**src/rtl/i2c_pkg.sv**
```systemverilog
package i2c_pkg;

    localparam int BITS_PER_BYTE = 8;
    localparam int DIVIDER_WIDTH = 16;
    localparam int ADDRESS_WIDTH = 7;

    typedef logic [BITS_PER_BYTE-1:0] byte_t;

    // Quarter-bit position inside one SCL period
    typedef logic [1:0] phase_t;

    typedef enum logic [3:0] {
        S_IDLE       = 4'd0,
        S_START      = 4'd1,
        S_ADDR_W     = 4'd2,
        S_CHECK_ACK  = 4'd3,
        S_REG_ADDR   = 4'd4,
        S_RESTART    = 4'd5,
        S_ADDR_R     = 4'd6,
        S_READ_DATA  = 4'd7,
        S_SEND_ACK   = 4'd8,
        S_SEND_NACK  = 4'd9,
        S_WRITE_DATA = 4'd10,
        S_STOP       = 4'd11
    } seq_state_t;

endpackage

```
**src/rtl/i2c_byte_if.sv**
```systemverilog
`timescale 1ns/100ps

interface i2c_byte_if;
    import i2c_pkg::*;

    // Strobes from the sequencer, one clock wide
    logic  load;
    byte_t load_byte;
    logic  shift_out;
    logic  shift_in;
    logic  rx_bit;

    // Shifter state seen by the sequencer
    logic  tx_bit;
    byte_t rx_byte;

    modport ctrl (
        output load, load_byte, shift_out, shift_in, rx_bit,
        input  tx_bit, rx_byte
    );

    modport shift (
        input  load, load_byte, shift_out, shift_in, rx_bit,
        output tx_bit, rx_byte
    );

endinterface

```
**src/rtl/i2c_bus_timer.sv**
```systemverilog
`timescale 1ns/100ps

module i2c_bus_timer #(
    parameter int STRETCH_TIMER_WIDTH = 16,
    parameter int STRETCH_MAX_TICKS   = 255
) (
    input  logic                              clock,
    input  logic                              reset_n,
    input  logic [i2c_pkg::DIVIDER_WIDTH-1:0] divider,
    input  logic                              stretch_restart,
    output logic                              tick,
    output logic                              stretch_expired
);
    import i2c_pkg::*;

    localparam logic [STRETCH_TIMER_WIDTH-1:0] MAX_COUNT =
        STRETCH_TIMER_WIDTH'(STRETCH_MAX_TICKS);
    localparam bit TIMEOUT_ON = (STRETCH_MAX_TICKS != 0);

    logic [DIVIDER_WIDTH-1:0]       divider_count;
    logic [STRETCH_TIMER_WIDTH-1:0] stretch_count;

    ////////////////////
    // Bit-rate divider

    always_ff @(posedge clock) begin
        if (!reset_n) begin
            divider_count <= '0;
            tick          <= 1'b0;
        end else if (divider_count == divider) begin
            divider_count <= '0;
            tick          <= 1'b1;
        end else begin
            divider_count <= divider_count + 1'b1;
            tick          <= 1'b0;
        end
    end

    ////////////////////
    // Stretch timeout, counted in ticks

    always_ff @(posedge clock) begin
        if (!reset_n) begin
            stretch_count <= '0;
        end else if (stretch_restart) begin
            stretch_count <= '0;
        end else if (tick && !stretch_expired) begin
            stretch_count <= stretch_count + 1'b1;
        end
    end

    // Never fires when the limit is zero
    assign stretch_expired = TIMEOUT_ON && (stretch_count == MAX_COUNT);

endmodule

```
**src/rtl/i2c_byte_shifter.sv**
```systemverilog
`timescale 1ns/100ps

module i2c_byte_shifter (
    input  logic     clock,
    input  logic     reset_n,
    i2c_byte_if.shift bus
);
    import i2c_pkg::*;

    byte_t shift_reg;

    // Load wins over either shift
    always_ff @(posedge clock) begin
        if (!reset_n) begin
            shift_reg <= '0;
        end else if (bus.load) begin
            shift_reg <= bus.load_byte;
        end else if (bus.shift_out) begin
            // Rotate so the next bit sits at the MSB
            shift_reg <= {shift_reg[BITS_PER_BYTE-2:0], shift_reg[BITS_PER_BYTE-1]};
        end else if (bus.shift_in) begin
            shift_reg <= {shift_reg[BITS_PER_BYTE-2:0], bus.rx_bit};
        end
    end

    assign bus.tx_bit  = shift_reg[BITS_PER_BYTE-1];
    assign bus.rx_byte = shift_reg;

endmodule

```
**src/rtl/i2c_sequencer.sv**
```systemverilog
`timescale 1ns/100ps

module i2c_sequencer #(
    parameter int DATA_BYTES = 1,
    parameter int REG_BYTES  = 1
) (
    input  logic                                               clock,
    input  logic                                               reset_n,
    input  logic                                               enable,
    input  logic                                               read_write,
    input  logic [i2c_pkg::ADDRESS_WIDTH-1:0]                  device_address,
    input  logic [REG_BYTES-1:0][i2c_pkg::BITS_PER_BYTE-1:0]   register_address,
    input  logic [DATA_BYTES-1:0][i2c_pkg::BITS_PER_BYTE-1:0]  mosi_data,
    input  logic                                               tick,
    input  logic                                               stretch_expired,
    input  logic                                               scl_in,
    input  logic                                               sda_in,
    output logic                                               stretch_restart,
    output logic                                               scl_drive_low,
    output logic                                               sda_drive_low,
    output logic [DATA_BYTES-1:0][i2c_pkg::BITS_PER_BYTE-1:0]  miso_data,
    output logic                                               busy,
    i2c_byte_if.ctrl                                           bytes
);
    import i2c_pkg::*;

    localparam int MAX_BYTES   = (DATA_BYTES > REG_BYTES) ? DATA_BYTES : REG_BYTES;
    localparam int COUNT_WIDTH = $clog2(MAX_BYTES + 1);

    seq_state_t             state;
    seq_state_t             post_state;
    phase_t                 phase;
    logic [3:0]             bit_count;
    logic [COUNT_WIDTH-1:0] byte_count;
    logic                   ack_ok;

    logic                     rw_q;
    logic [ADDRESS_WIDTH-1:0] dev_q;
    byte_t [REG_BYTES-1:0]    reg_q;
    byte_t [DATA_BYTES-1:0]   data_q;

    logic start_req;
    logic load_next;
    logic write_state;
    logic tx_next;

    assign start_req   = (state == S_IDLE) && !busy && enable;
    assign load_next   = tick && (phase == 2'd2) && (state == S_CHECK_ACK);
    assign write_state = state inside {S_ADDR_W, S_REG_ADDR, S_ADDR_R, S_WRITE_DATA};

    // Phase 3 puts the shifter MSB on SDA
    assign tx_next = (state == S_START) ||
                     (write_state && bit_count != 4'd0) ||
                     (state == S_CHECK_ACK && ack_ok &&
                      post_state inside {S_REG_ADDR, S_WRITE_DATA});

    assign stretch_restart = (phase == 2'd0);
    assign bytes.rx_bit    = sda_in;

    ////////////////////
    // Shifter strobes

    always_comb begin
        bytes.load      = 1'b0;
        bytes.load_byte = '0;
        bytes.shift_out = tick && (phase == 2'd3) && tx_next;
        bytes.shift_in  = tick && (phase == 2'd2) && (state == S_READ_DATA);

        if (tick && phase == 2'd2 && state == S_START) begin
            bytes.load      = 1'b1;
            bytes.load_byte = {dev_q, post_state == S_ADDR_R};
        end else if (load_next && post_state == S_REG_ADDR) begin
            bytes.load      = 1'b1;
            bytes.load_byte = reg_q[REG_BYTES-1];
        end else if (load_next && post_state == S_WRITE_DATA) begin
            bytes.load      = 1'b1;
            bytes.load_byte = data_q[DATA_BYTES-1];
        end
    end

    // Captured request, top byte goes first
    always_ff @(posedge clock) begin
        if (start_req) begin
            rw_q   <= read_write;
            dev_q  <= device_address;
            reg_q  <= register_address;
            data_q <= mosi_data;
        end else if (load_next) begin
            if (post_state == S_REG_ADDR) reg_q <= reg_q << BITS_PER_BYTE;
            if (post_state == S_WRITE_DATA) data_q <= data_q << BITS_PER_BYTE;
        end
    end

    ////////////////////
    // Transaction FSM

    always_ff @(posedge clock) begin
        if (!reset_n) begin
            state         <= S_IDLE;
            post_state    <= S_IDLE;
            phase         <= '0;
            bit_count     <= '0;
            byte_count    <= '0;
            ack_ok        <= 1'b0;
            scl_drive_low <= 1'b0;
            sda_drive_low <= 1'b0;
            miso_data     <= '0;
            busy          <= 1'b0;
        end else if (start_req) begin
            state      <= S_START;
            post_state <= S_ADDR_W;
            busy       <= 1'b1;
        end else if (tick && state != S_IDLE) begin
            phase <= phase + 1'b1;
            case (phase)
                2'd0: begin
                    scl_drive_low <= 1'b0;
                end
                2'd1: begin
                    if (state == S_START) begin
                        // START or repeated START
                        sda_drive_low <= 1'b1;
                    end else if (!scl_in) begin
                        // Target is stretching SCL
                        phase <= 2'd1;
                        if (stretch_expired) begin
                            state         <= S_IDLE;
                            phase         <= '0;
                            scl_drive_low <= 1'b0;
                            sda_drive_low <= 1'b0;
                            busy          <= 1'b0;
                        end
                    end
                end
                2'd2: begin
                    if (state != S_STOP && state != S_RESTART) scl_drive_low <= 1'b1;
                    if (write_state || state == S_READ_DATA) bit_count <= bit_count - 1'b1;
                    if (state == S_CHECK_ACK) ack_ok <= !sda_in;
                    // STOP, SDA rises with SCL high
                    if (state == S_STOP) sda_drive_low <= 1'b0;
                end
                default: begin
                    if (tx_next) sda_drive_low <= !bytes.tx_bit;
                    case (state)
                        S_START: begin
                            state     <= post_state;
                            bit_count <= 4'(BITS_PER_BYTE);
                        end
                        S_ADDR_W: if (bit_count == 4'd0) begin
                            state         <= S_CHECK_ACK;
                            sda_drive_low <= 1'b0;
                            post_state    <= S_REG_ADDR;
                            byte_count    <= COUNT_WIDTH'(REG_BYTES);
                        end
                        S_ADDR_R: if (bit_count == 4'd0) begin
                            state         <= S_CHECK_ACK;
                            sda_drive_low <= 1'b0;
                            post_state    <= S_READ_DATA;
                            byte_count    <= COUNT_WIDTH'(DATA_BYTES);
                        end
                        S_REG_ADDR: if (bit_count == 4'd0) begin
                            state         <= S_CHECK_ACK;
                            sda_drive_low <= 1'b0;
                            byte_count    <= byte_count - 1'b1;
                            if (byte_count != 1) begin
                                post_state <= S_REG_ADDR;
                            end else if (rw_q) begin
                                post_state <= S_RESTART;
                            end else begin
                                post_state <= S_WRITE_DATA;
                                byte_count <= COUNT_WIDTH'(DATA_BYTES);
                            end
                        end
                        S_WRITE_DATA: if (bit_count == 4'd0) begin
                            state         <= S_CHECK_ACK;
                            sda_drive_low <= 1'b0;
                            byte_count    <= byte_count - 1'b1;
                            post_state    <= (byte_count == 1) ? S_STOP : S_WRITE_DATA;
                        end
                        S_CHECK_ACK: begin
                            bit_count <= 4'(BITS_PER_BYTE);
                            if (!ack_ok) begin
                                // NACK, finish with STOP
                                state         <= S_STOP;
                                sda_drive_low <= 1'b1;
                            end else begin
                                state <= post_state;
                                if (post_state == S_STOP) sda_drive_low <= 1'b1;
                                if (post_state inside {S_RESTART, S_READ_DATA}) begin
                                    sda_drive_low <= 1'b0;
                                end
                                if (post_state == S_READ_DATA) begin
                                    miso_data <= miso_data << BITS_PER_BYTE;
                                end
                            end
                        end
                        S_RESTART: begin
                            state      <= S_START;
                            post_state <= S_ADDR_R;
                        end
                        S_READ_DATA: begin
                            miso_data[0] <= bytes.rx_byte;
                            if (bit_count == 4'd0) begin
                                byte_count <= byte_count - 1'b1;
                                if (byte_count == 1) begin
                                    // SDA stays released for the NACK
                                    state <= S_SEND_NACK;
                                end else begin
                                    state         <= S_SEND_ACK;
                                    sda_drive_low <= 1'b1;
                                end
                            end
                        end
                        S_SEND_ACK: begin
                            state         <= S_READ_DATA;
                            sda_drive_low <= 1'b0;
                            bit_count     <= 4'(BITS_PER_BYTE);
                            miso_data     <= miso_data << BITS_PER_BYTE;
                        end
                        S_SEND_NACK: begin
                            state         <= S_STOP;
                            sda_drive_low <= 1'b1;
                        end
                        S_STOP: begin
                            state <= S_IDLE;
                            busy  <= 1'b0;
                        end
                        default: begin
                            state <= S_IDLE;
                        end
                    endcase
                end
            endcase
        end
    end

endmodule

```
**src/rtl/i2c_master.sv**
```systemverilog
`timescale 1ns/100ps

module i2c_master #(
    parameter int DATA_BYTES          = 1,
    parameter int REG_BYTES           = 1,
    parameter int STRETCH_TIMER_WIDTH = 16,
    parameter int STRETCH_MAX_TICKS   = 255
) (
    input  logic                                         clock,
    input  logic                                         reset_n,
    input  logic                                         enable,
    input  logic                                         read_write,
    input  logic [i2c_pkg::ADDRESS_WIDTH-1:0]            device_address,
    input  logic [REG_BYTES*i2c_pkg::BITS_PER_BYTE-1:0]  register_address,
    input  logic [DATA_BYTES*i2c_pkg::BITS_PER_BYTE-1:0] mosi_data,
    input  logic [i2c_pkg::DIVIDER_WIDTH-1:0]            divider,
    input  logic                                         scl_in,
    input  logic                                         sda_in,
    output logic                                         scl_drive_low,
    output logic                                         sda_drive_low,
    output logic [DATA_BYTES*i2c_pkg::BITS_PER_BYTE-1:0] miso_data,
    output logic                                         busy
);

    logic tick;
    logic stretch_expired;
    logic stretch_restart;

    i2c_byte_if byte_bus ();

    i2c_bus_timer #(
        .STRETCH_TIMER_WIDTH (STRETCH_TIMER_WIDTH),
        .STRETCH_MAX_TICKS   (STRETCH_MAX_TICKS)
    ) u_timer (
        .clock           (clock),
        .reset_n         (reset_n),
        .divider         (divider),
        .stretch_restart (stretch_restart),
        .tick            (tick),
        .stretch_expired (stretch_expired)
    );

    i2c_byte_shifter u_shifter (
        .clock   (clock),
        .reset_n (reset_n),
        .bus     (byte_bus.shift)
    );

    // Pads are open drain, so only pull-low enables leave the core
    i2c_sequencer #(
        .DATA_BYTES (DATA_BYTES),
        .REG_BYTES  (REG_BYTES)
    ) u_sequencer (
        .clock            (clock),
        .reset_n          (reset_n),
        .enable           (enable),
        .read_write       (read_write),
        .device_address   (device_address),
        .register_address (register_address),
        .mosi_data        (mosi_data),
        .tick             (tick),
        .stretch_expired  (stretch_expired),
        .scl_in           (scl_in),
        .sda_in           (sda_in),
        .stretch_restart  (stretch_restart),
        .scl_drive_low    (scl_drive_low),
        .sda_drive_low    (sda_drive_low),
        .miso_data        (miso_data),
        .busy             (busy),
        .bytes            (byte_bus.ctrl)
    );

endmodule

```
**config.mk**
```make
export PLATFORM = sky130hd
export DESIGN_NAME = i2c_master
export DESIGN_NICKNAME = d
export VERILOG_FILES = /design/src/rtl/i2c_pkg.sv /design/src/rtl/i2c_byte_if.sv /design/src/rtl/i2c_bus_timer.sv /design/src/rtl/i2c_byte_shifter.sv /design/src/rtl/i2c_sequencer.sv /design/src/rtl/i2c_master.sv
export SDC_FILE = /design/constraint.sdc
export NUM_CORES = 1
export LEC_CHECK = 0
export BUFFER_PORTS_ARGS = -buffer_cell sky130_fd_sc_hd__buf_2
export CAP_MARGIN = 20
export CORE_MARGIN = 2
export CORE_UTILIZATION = 40
export CTS_CLUSTER_DIAMETER = 80
export DETAILED_ROUTE_END_ITERATION = 6
export MAX_ROUTING_LAYER = met4
export SETUP_SLACK_MARGIN = 0.4
export SLEW_MARGIN = 25
export SYNTH_ARGS = -nofsm -noshare
export SYNTH_HDL_FRONTEND = slang
export SYNTH_SLANG_ARGS = --single-unit
```
**constraint.sdc**
```tcl
create_clock -name clock -period 4 [get_ports clock]
set_input_delay 0.8 -clock clock [delete_from_list [all_inputs] [get_ports clock]]
set_output_delay 0.8 -clock clock [all_outputs]
set_load 0.02 [all_outputs]
```
==> flow_metrics.py, run 1 <==
metrics = {
    "critical_path": {
        "end_kind": "flop",
        "worstPathArrival_ns": 2.98,
        "slowest_delay_ns": 0.99,
        "cp_cell_sequence": "inv_1, nor3_2, nand3_1, nand3_2, nor2_1, a211oi_1",
        "crit_buf_inv": 1,
        "cp_max_fo": 28,
        "critPathTopFamily": "simple AND/OR/NAND/NOR gates",
        "criticalPathCategory": "flop to flop",
        "cpMaxStageDelayCell": "dfxtp_1",
        "cp.required_ns": 4.24,
        "startpoint_type": "flop",
        "r2r_setup_slack_ns": 1.26,
    },
    "worst_hold_path": {
        "hold_path.class": "flop to flop",
    },
    "final_layout": {
        "seq_area_sq_um": 2080,
        "fill_cells": 1207,
        "antenna_cells": 0,
        "layout.nets": 628,
        "fin_util": 0.465,
        "multi_input_area_sq_um": 2690,
        "drive_above_1_share": 0.176,
        "syn_to_final_growth_pct": 12.9,
    },
    "die": {
        "dieArea_sq_um": 13400,
        "core_area_sq_um": 12100,
        "start_util": 0.412,
        "die_y_um": 116,
        "die_w_um": 116,
        "pin_count": 56,
        "rows": 40,
    },
    "clock_tree": {
        "cts_hold_buf": 0,
        "clk_pin_slew_worst_paths_ns": 0.07,
        "worstSkewPairLatency_ns": 0.35,
        "postCtsSetupRepairBufs": 0,
        "cts_buffer_depth": 2,
        "postCtsResizedCells": 0,
        "cts_tree": "built",
        "cts-root-buf": "clkbuf_16",
        "cts.sinks": 92,
        "cts_made_buffers": 9,
        "htree_levels": 3,
    },
    "yosys": {
        "ys_warn_count": 0,
        "async_flop_share": 0,
        "synth_most_common_cell": "dfxtp_1",
        "ys_ff_latch": 92,
        "synth_top_area_frac": 0.273,
        "syn_nets": 584,
        "synth_ff_type": "dfxtp_1",
        "syn_inst": 532,
        "synth_edf_count": 24,
        "ys_seq_area_frac": 0.417,
        "synth_area_sq_um": 4990,
        "synth_top_cell_by_area": "dfxtp_1",
        "synth_cell_types": 79,
        "syn_avg_cell_area_sq_um": 9.38,
        "synth_area_leaders": "dfxtp_1 27%, edfxtp_1 14%, xor2_1 5.1%",
        "ys_top_cells_by_count": "68 x dfxtp_1, 55 x nor2_1, 39 x nand2_1",
    },
    "global_routing": {
        "antenna_found_initial": 0,
        "grt_util_met2": 0.276,
        "busiest_layer": "met2",
        "track_usage": 0.183,
        "grt_pass1_vias": 3823,
        "grt_pass1_wl_um": 18800,
        "grtUsageMet1": 0.235,
        "grtUsageMet3": 0.0539,
        "grt_max_degree": 29,
        "gr-total-overflow": 0,
    },
    "run_status": {
        "status": "complete, no violations",
    },
    "power": {
        "p_leak_nw": 2.04,
        "vdd_drop_max_v": 0.000234,
        "powerDensity_nw_per_um2": 350,
        "power.switching_mw": 0.455,
        "combinationalPowerShare": 0.047,
        "p_clk_frac": 0.442,
        "seq_power_share": 0.510,
        "switching_share": 0.230,
        "internal_power_mw": 1.52,
        "total_power_mw": 1.97,
    },
    "flow_run": {
        "drv_cap": 0,
    },
    "placement": {
        "numPortBuffers": 55,
        "place_hpwl_um": 8140,
        "place.gp.congestion": 0.926,
        "place_ws_ns": 1.29,
    },
    "timing": {
        "setup_slack_ns": 1.26,
        "period_minus_slack_ns": 2.74,
        "final-hold-violation-count": 0,
        "finalSetupViolations": 0,
        "fin_tns_setup_ns": 0,
        "rsz0062_at_grt": "no",
        "skew_ns": 0.00795,
        "max_freq_mhz": 365,
        "tightest_slew_ns": 1.01,
        "slew-limit-headroom": 0.326,
        "slew_violations": 0,
        "post-route-period-util": 0.685,
        "holdWs_ns": 0.463,
    },
    "drt": {
        "dr.pass1.iters": 5,
        "wire_per_inst_um": 15.1,
        "wirelength_um": 11300,
        "drc_errors": 0,
        "drt_iter0_markers": 306,
        "viasPerCell": 5.38,
        "ant_nets": 0,
        "vias": 4030,
    },
}
## cell usage in the layout (no fill, tap or decap), drive strengths merged, types with 3 or more instances in the layout
cell type	n
nor3	8
a211oi	15
ha	7
nand2b	14
nor2b	4
and3	14
or4	4
and2	19
nand4	5
a21oi	33
mux2i	4
a221oi	6
buf	57
clkinv	3
xnor2	9
nand3	24
xor2	29
a22o	7
or3	6
dfxtp	68
edfxtp	24
or2	6
a2111oi	4
nand2	39
inv	18
a32o	3
nor4b	3
a32oi	3
a31oi	4
clkbuf	10
nor2	55
o21ai	28
nor4	12
nor3b	3
## flip-flops by register name, indices dropped and copies added, names as in the netlist
signal / cells
u_timer.divider_count: 16
u_timer.stretch_count: 16
u_sequencer.data_q: 8
u_sequencer.miso_data: 8
u_sequencer.reg_q: 8
u_shifter.bus.rx_byte: 8
u_sequencer.dev_q: 7
u_sequencer.bit_count: 4
u_sequencer.post_state: 4
u_sequencer.state: 4
u_sequencer.phase: 2
u_sequencer.ack_ok: 1
u_sequencer.busy: 1
u_sequencer.byte_count: 1
u_sequencer.rw_q: 1
u_sequencer.scl_drive_low: 1
u_sequencer.sda_drive_low: 1
u_timer.tick: 1
## metal layers
layer  up-vias  part of all wire  wire, um
li1       2030                 -         -
met1      1872              0.47      5280
met2       106              0.46      5200
met3        22             0.051       578
met4         0             0.020       225
met5         -                 0         0
## path summary, 6_finish.rpt
kind	from	end	depth (start not counted)
setup / recovery	u_sequencer.state[2]	u_shifter.bus.rx_byte[2]	6
hold / removal	u_sequencer.miso_data[4]	u_sequencer.miso_data[4]	2
setup reg to reg	u_sequencer.state[2]	u_shifter.bus.rx_byte[2]	6
hold reg to reg	u_sequencer.miso_data[4]	u_sequencer.miso_data[4]	2
## cells by family (layout without fill, tap and decap cells)
family | Yosys count | count (layout) | share of synthesized area
xor gates and xnor gates | 38 | 38 | 0.0667
DFF | 92 | 92 | 0.417
muxes | 5 | 5 | 0.0103
buffers and inverters | 40 | 89 | 0.0431
and+or+nand+nor | 225 | 225 | 0.257
AOI/OAI and AO/OA | 125 | 125 | 0.188
adders and majority gates | 7 | 7 | 0.0176
## final cells by class
| cell class | instances | share of cell area |
|---|---|---|
| multi-input cells | 400 | 0.478 |
| well taps | 168 | 0.0373 |
| flip-flops and latches | 92 | 0.370 |
| repair buffers | 57 | 0.0515 |
| clock buffers | 10 | 0.0406 |
| inverters | 16 | 0.0107 |
| clock inverters | 6 | 0.0127 |
## stage by stage
stage | cells | cell area (sq um)
2_1_floorplan | 532 | 4990
3_3_place_gp | 733 | 5330
3_5_place_dp | 733 | 5330
4_1_cts | 749 | 5630
5_1_grt | 749 | 5630
6_report | 749 | 5630
## worst min-delay path, cell delays in order, from the launching register on
cell and delay, ns:
dfxtp_1 0.31, nand2b_1 0.06, a21oi_1 0.05
## power groups by stage
stage	Combinational [mW]	Sequential, mW	Clock (mW)
5_1_grt	0.104	1.01	0.937
2_1_floorplan	0.0650	1.02	0
6_report	0.0936	1.01	0.872
4_1_cts	0.0943	1.01	0.895
3_3_place_gp	0.0917	1.03	0
3_5_place_dp	0.0939	1.03	0
No activity file was read; power rests on OpenSTA's default activity.
==> run 2, diff against run 1 <==
--- a/config.mk
+++ b/config.mk
@@ -5,6 +5,7 @@
 export SDC_FILE = /design/constraint.sdc
 export NUM_CORES = 1
 export LEC_CHECK = 0
+export ABC_AREA = 1
 export BUFFER_PORTS_ARGS = -buffer_cell sky130_fd_sc_hd__buf_2
 export CAP_MARGIN = 20
 export CORE_MARGIN = 2
==> constraint.sdc (replaced) <==
create_clock -name clock -period 2.6 [get_ports clock]
set_input_delay 0.52 -clock clock [delete_from_list [all_inputs] [get_ports clock]]
set_output_delay 0.52 -clock clock [all_outputs]
set_load 0.02 [all_outputs]
==> flow_metrics.py, run 2 <==
metrics = {
    "run_status": {
        "status": "complete, no violations",
    },
    "clock_tree": {
        "cts_tree": "built",
        "clk_pin_slew_worst_paths_ns": 0.06,
        "cts_buffer_depth": 2,
        "postCtsSetupRepairBufs": 0,
        "htree_levels": 3,
        "postCtsResizedCells": 0,
        "cts-root-buf": "clkbuf_16",
        "cts_hold_buf": 0,
        "cts.sinks": 92,
        "cts_made_buffers": 9,
        "worstSkewPairLatency_ns": 0.34,
    },
    "critical_path": {
        "r2r_start": "u_sequencer.phase[1]",
        "worstPathArrival_ns": 2.26,
        "r2r_cells": 11,
        "r2r_setup_slack_ns": 0.61,
        "cp_max_fo": 8,
        "r2r_end": "u_sequencer.state[1]",
        "criticalPathCategory": "flop to flop",
        "end_kind": "flop",
        "cp.required_ns": 2.87,
        "startpoint_type": "flop",
    },
    "placement": {
        "numPortBuffers": 55,
        "place.gp.congestion": 0.936,
        "place_ws_ns": 0.501,
        "place_hpwl_um": 8530,
    },
    "die": {
        "die_w_um": 114,
        "start_util": 0.408,
        "dieArea_sq_um": 13100,
        "die_y_um": 114,
        "pin_count": 56,
        "rows": 40,
        "core_area_sq_um": 12000,
    },
    "global_routing": {
        "gr-total-overflow": 0,
        "grt_max_degree": 18,
        "antenna_found_initial": 0,
        "grt_pass1_vias": 4047,
        "track_usage": 0.187,
        "grt_pass1_wl_um": 19200,
    },
    "yosys": {
        "synth_top_cell_by_area": "dfxtp_1",
        "syn_inst": 630,
        "synth_cell_types": 48,
        "syn_avg_cell_area_sq_um": 7.74,
        "synth_area_sq_um": 4880,
        "ys_seq_area_frac": 0.427,
        "synth_area_leaders": "dfxtp_1 28%, edfxtp_1 15%, nand2_1 8.5%",
        "ys_warn_count": 0,
        "ys_top_cells_by_count": "111 x nand2_1, 86 x inv_1, 69 x nor2_1",
        "synth_edf_count": 24,
        "synth_most_common_cell": "nand2_1",
        "synth_ff_type": "dfxtp_1",
        "ys_ff_latch": 92,
        "synth_top_area_frac": 0.279,
        "syn_nets": 682,
        "async_flop_share": 0,
    },
    "worst_hold_path": {
        "hold_path.class": "primary input to flop",
        "hp-start": "device_address[4]",
        "holdPathEnd": "u_sequencer.dev_q[4]",
        "hold_depth": 1,
    },
    "timing": {
        "final-hold-violation-count": 0,
        "slew_violations": 0,
        "post-route-period-util": 0.766,
        "rsz0062_at_grt": "no",
        "tightest_slew_ns": 0.542,
        "holdWs_ns": 0.353,
        "skew_ns": 0.00725,
        "slew-limit-headroom": 0.638,
        "setup_slack_ns": 0.608,
        "period_minus_slack_ns": 1.99,
        "max_freq_mhz": 502,
        "finalSetupViolations": 0,
        "fin_tns_setup_ns": 0,
    },
    "final_layout": {
        "top_regs": "u_timer.divider_count: 16 flops, u_timer.stretch_count: 16 flops",
        "final_common_cell": "nand2_1",
        "multi_input_area_sq_um": 2370,
        "seq_area_sq_um": 2080,
        "fill_cells": 1193,
        "syn_to_final_growth_pct": 14.9,
        "layout.nets": 743,
        "drive_above_1_share": 0.174,
        "antenna_cells": 0,
        "final_cell_mix": "111 x nand2_1, 86 x inv_1, 69 x nor2_1",
    },
    "drt": {
        "wirelength_um": 11200,
        "viasPerCell": 5.11,
        "dr.pass1.iters": 5,
        "wire_per_inst_um": 13.3,
        "vias": 4309,
        "ant_nets": 0,
        "drt_iter0_markers": 287,
        "drc_errors": 0,
    },
    "power": {
        "powerDensity_nw_per_um2": 531,
        "total_power_mw": 2.97,
        "vdd_drop_max_v": 0.000328,
        "p_leak_nw": 2.25,
    },
    "flow_run": {
        "drv_cap": 0,
    },
}
-- run 2: cell count changes in the layout (fill, tap and decap cells not counted), sizes merged, moves of 10 or more --
cell    change
nor3       +10
a21oi      +15
nand2b     -14
nand4      +13
nor2       +25
inv        +77
and3       -13
xor2       -14
nand2      +79
and2       -19
-- run 2: final cells by class --
class,instances,area share
Inverter,97,0.0654
Timing Repair Buffer,60,0.0558
Sequential cell,92,0.372
Tap cell,147,0.0328
Clock buffer,11,0.0415
Clock inverter,5,0.00938
Multi-Input combinational cell,431,0.423
-- run 2: stage by stage --
step | cells | utilization | area, sq um
global route | 843 | 0.468 | 5600
detailed placement | 827 | 0.444 | 5310
global placement | 827 | 0.444 | 5310
finish | 843 | 0.468 | 5600
CTS | 843 | 0.467 | 5590
floorplan | 630 | - | 4880
-- run 2: kinds of logic (layout without fill, tap and decap cells) --
kind of cell    Yosys count  after routing  synth area share
fa+ha+maj                 7              7            0.0180
xor+xnor                 18             18            0.0323
buf+inv                 107            173            0.0893
simple gates            293            293             0.290
flops                    92             92             0.427
compound gates          113            113             0.143
-- run 2: routing by layer --
metal,vias up,wire [um],track usage
met2,103,5020,0.278
li1,2221,-,-
met3,18,447,0.0296
met4,0,176,0.0634
met1,1967,5550,0.261
met5,-,0,-
-- run 2: how the worst max path moves through the flow --
| stage | startpoint | endpoint |
|---|---|---|
| floorplan | u_sequencer.state[2] | u_sequencer.data_q[0] |
| global placement | divider[4] | u_timer.divider_count[15] |
| detailed placement | u_sequencer.phase[0] | u_shifter.bus.rx_byte[5] |
| CTS | u_sequencer.phase[0] | u_shifter.bus.rx_byte[5] |
| global route | u_sequencer.state[1] | u_sequencer.dev_q[1] |
| finish | u_sequencer.phase[1] | u_sequencer.state[1] |
-- run 2: report_power, final --
group | leakage (nW) | internal, mW | switching, mW
Clock | 0.132 | 0.739 | 0.525
Sequential | 0.779 | 1.52 | 0.0243
Combinational | 1.34 | 0.0608 | 0.107
Total | 2.25 | 2.32 | 0.655
-- run 2: worst max-delay path, cell delays in order (launching register included) --
cell	delay [ns]
dfxtp_1	0.39
inv_1	0.10
ha_1	0.28
inv_1	0.20
nor2_1	0.07
inv_1	0.07
nand2_1	0.08
nor2_2	0.15
o2111ai_2	0.24
nor3_1	0.20
a21oi_1	0.06
nor2_1	0.09
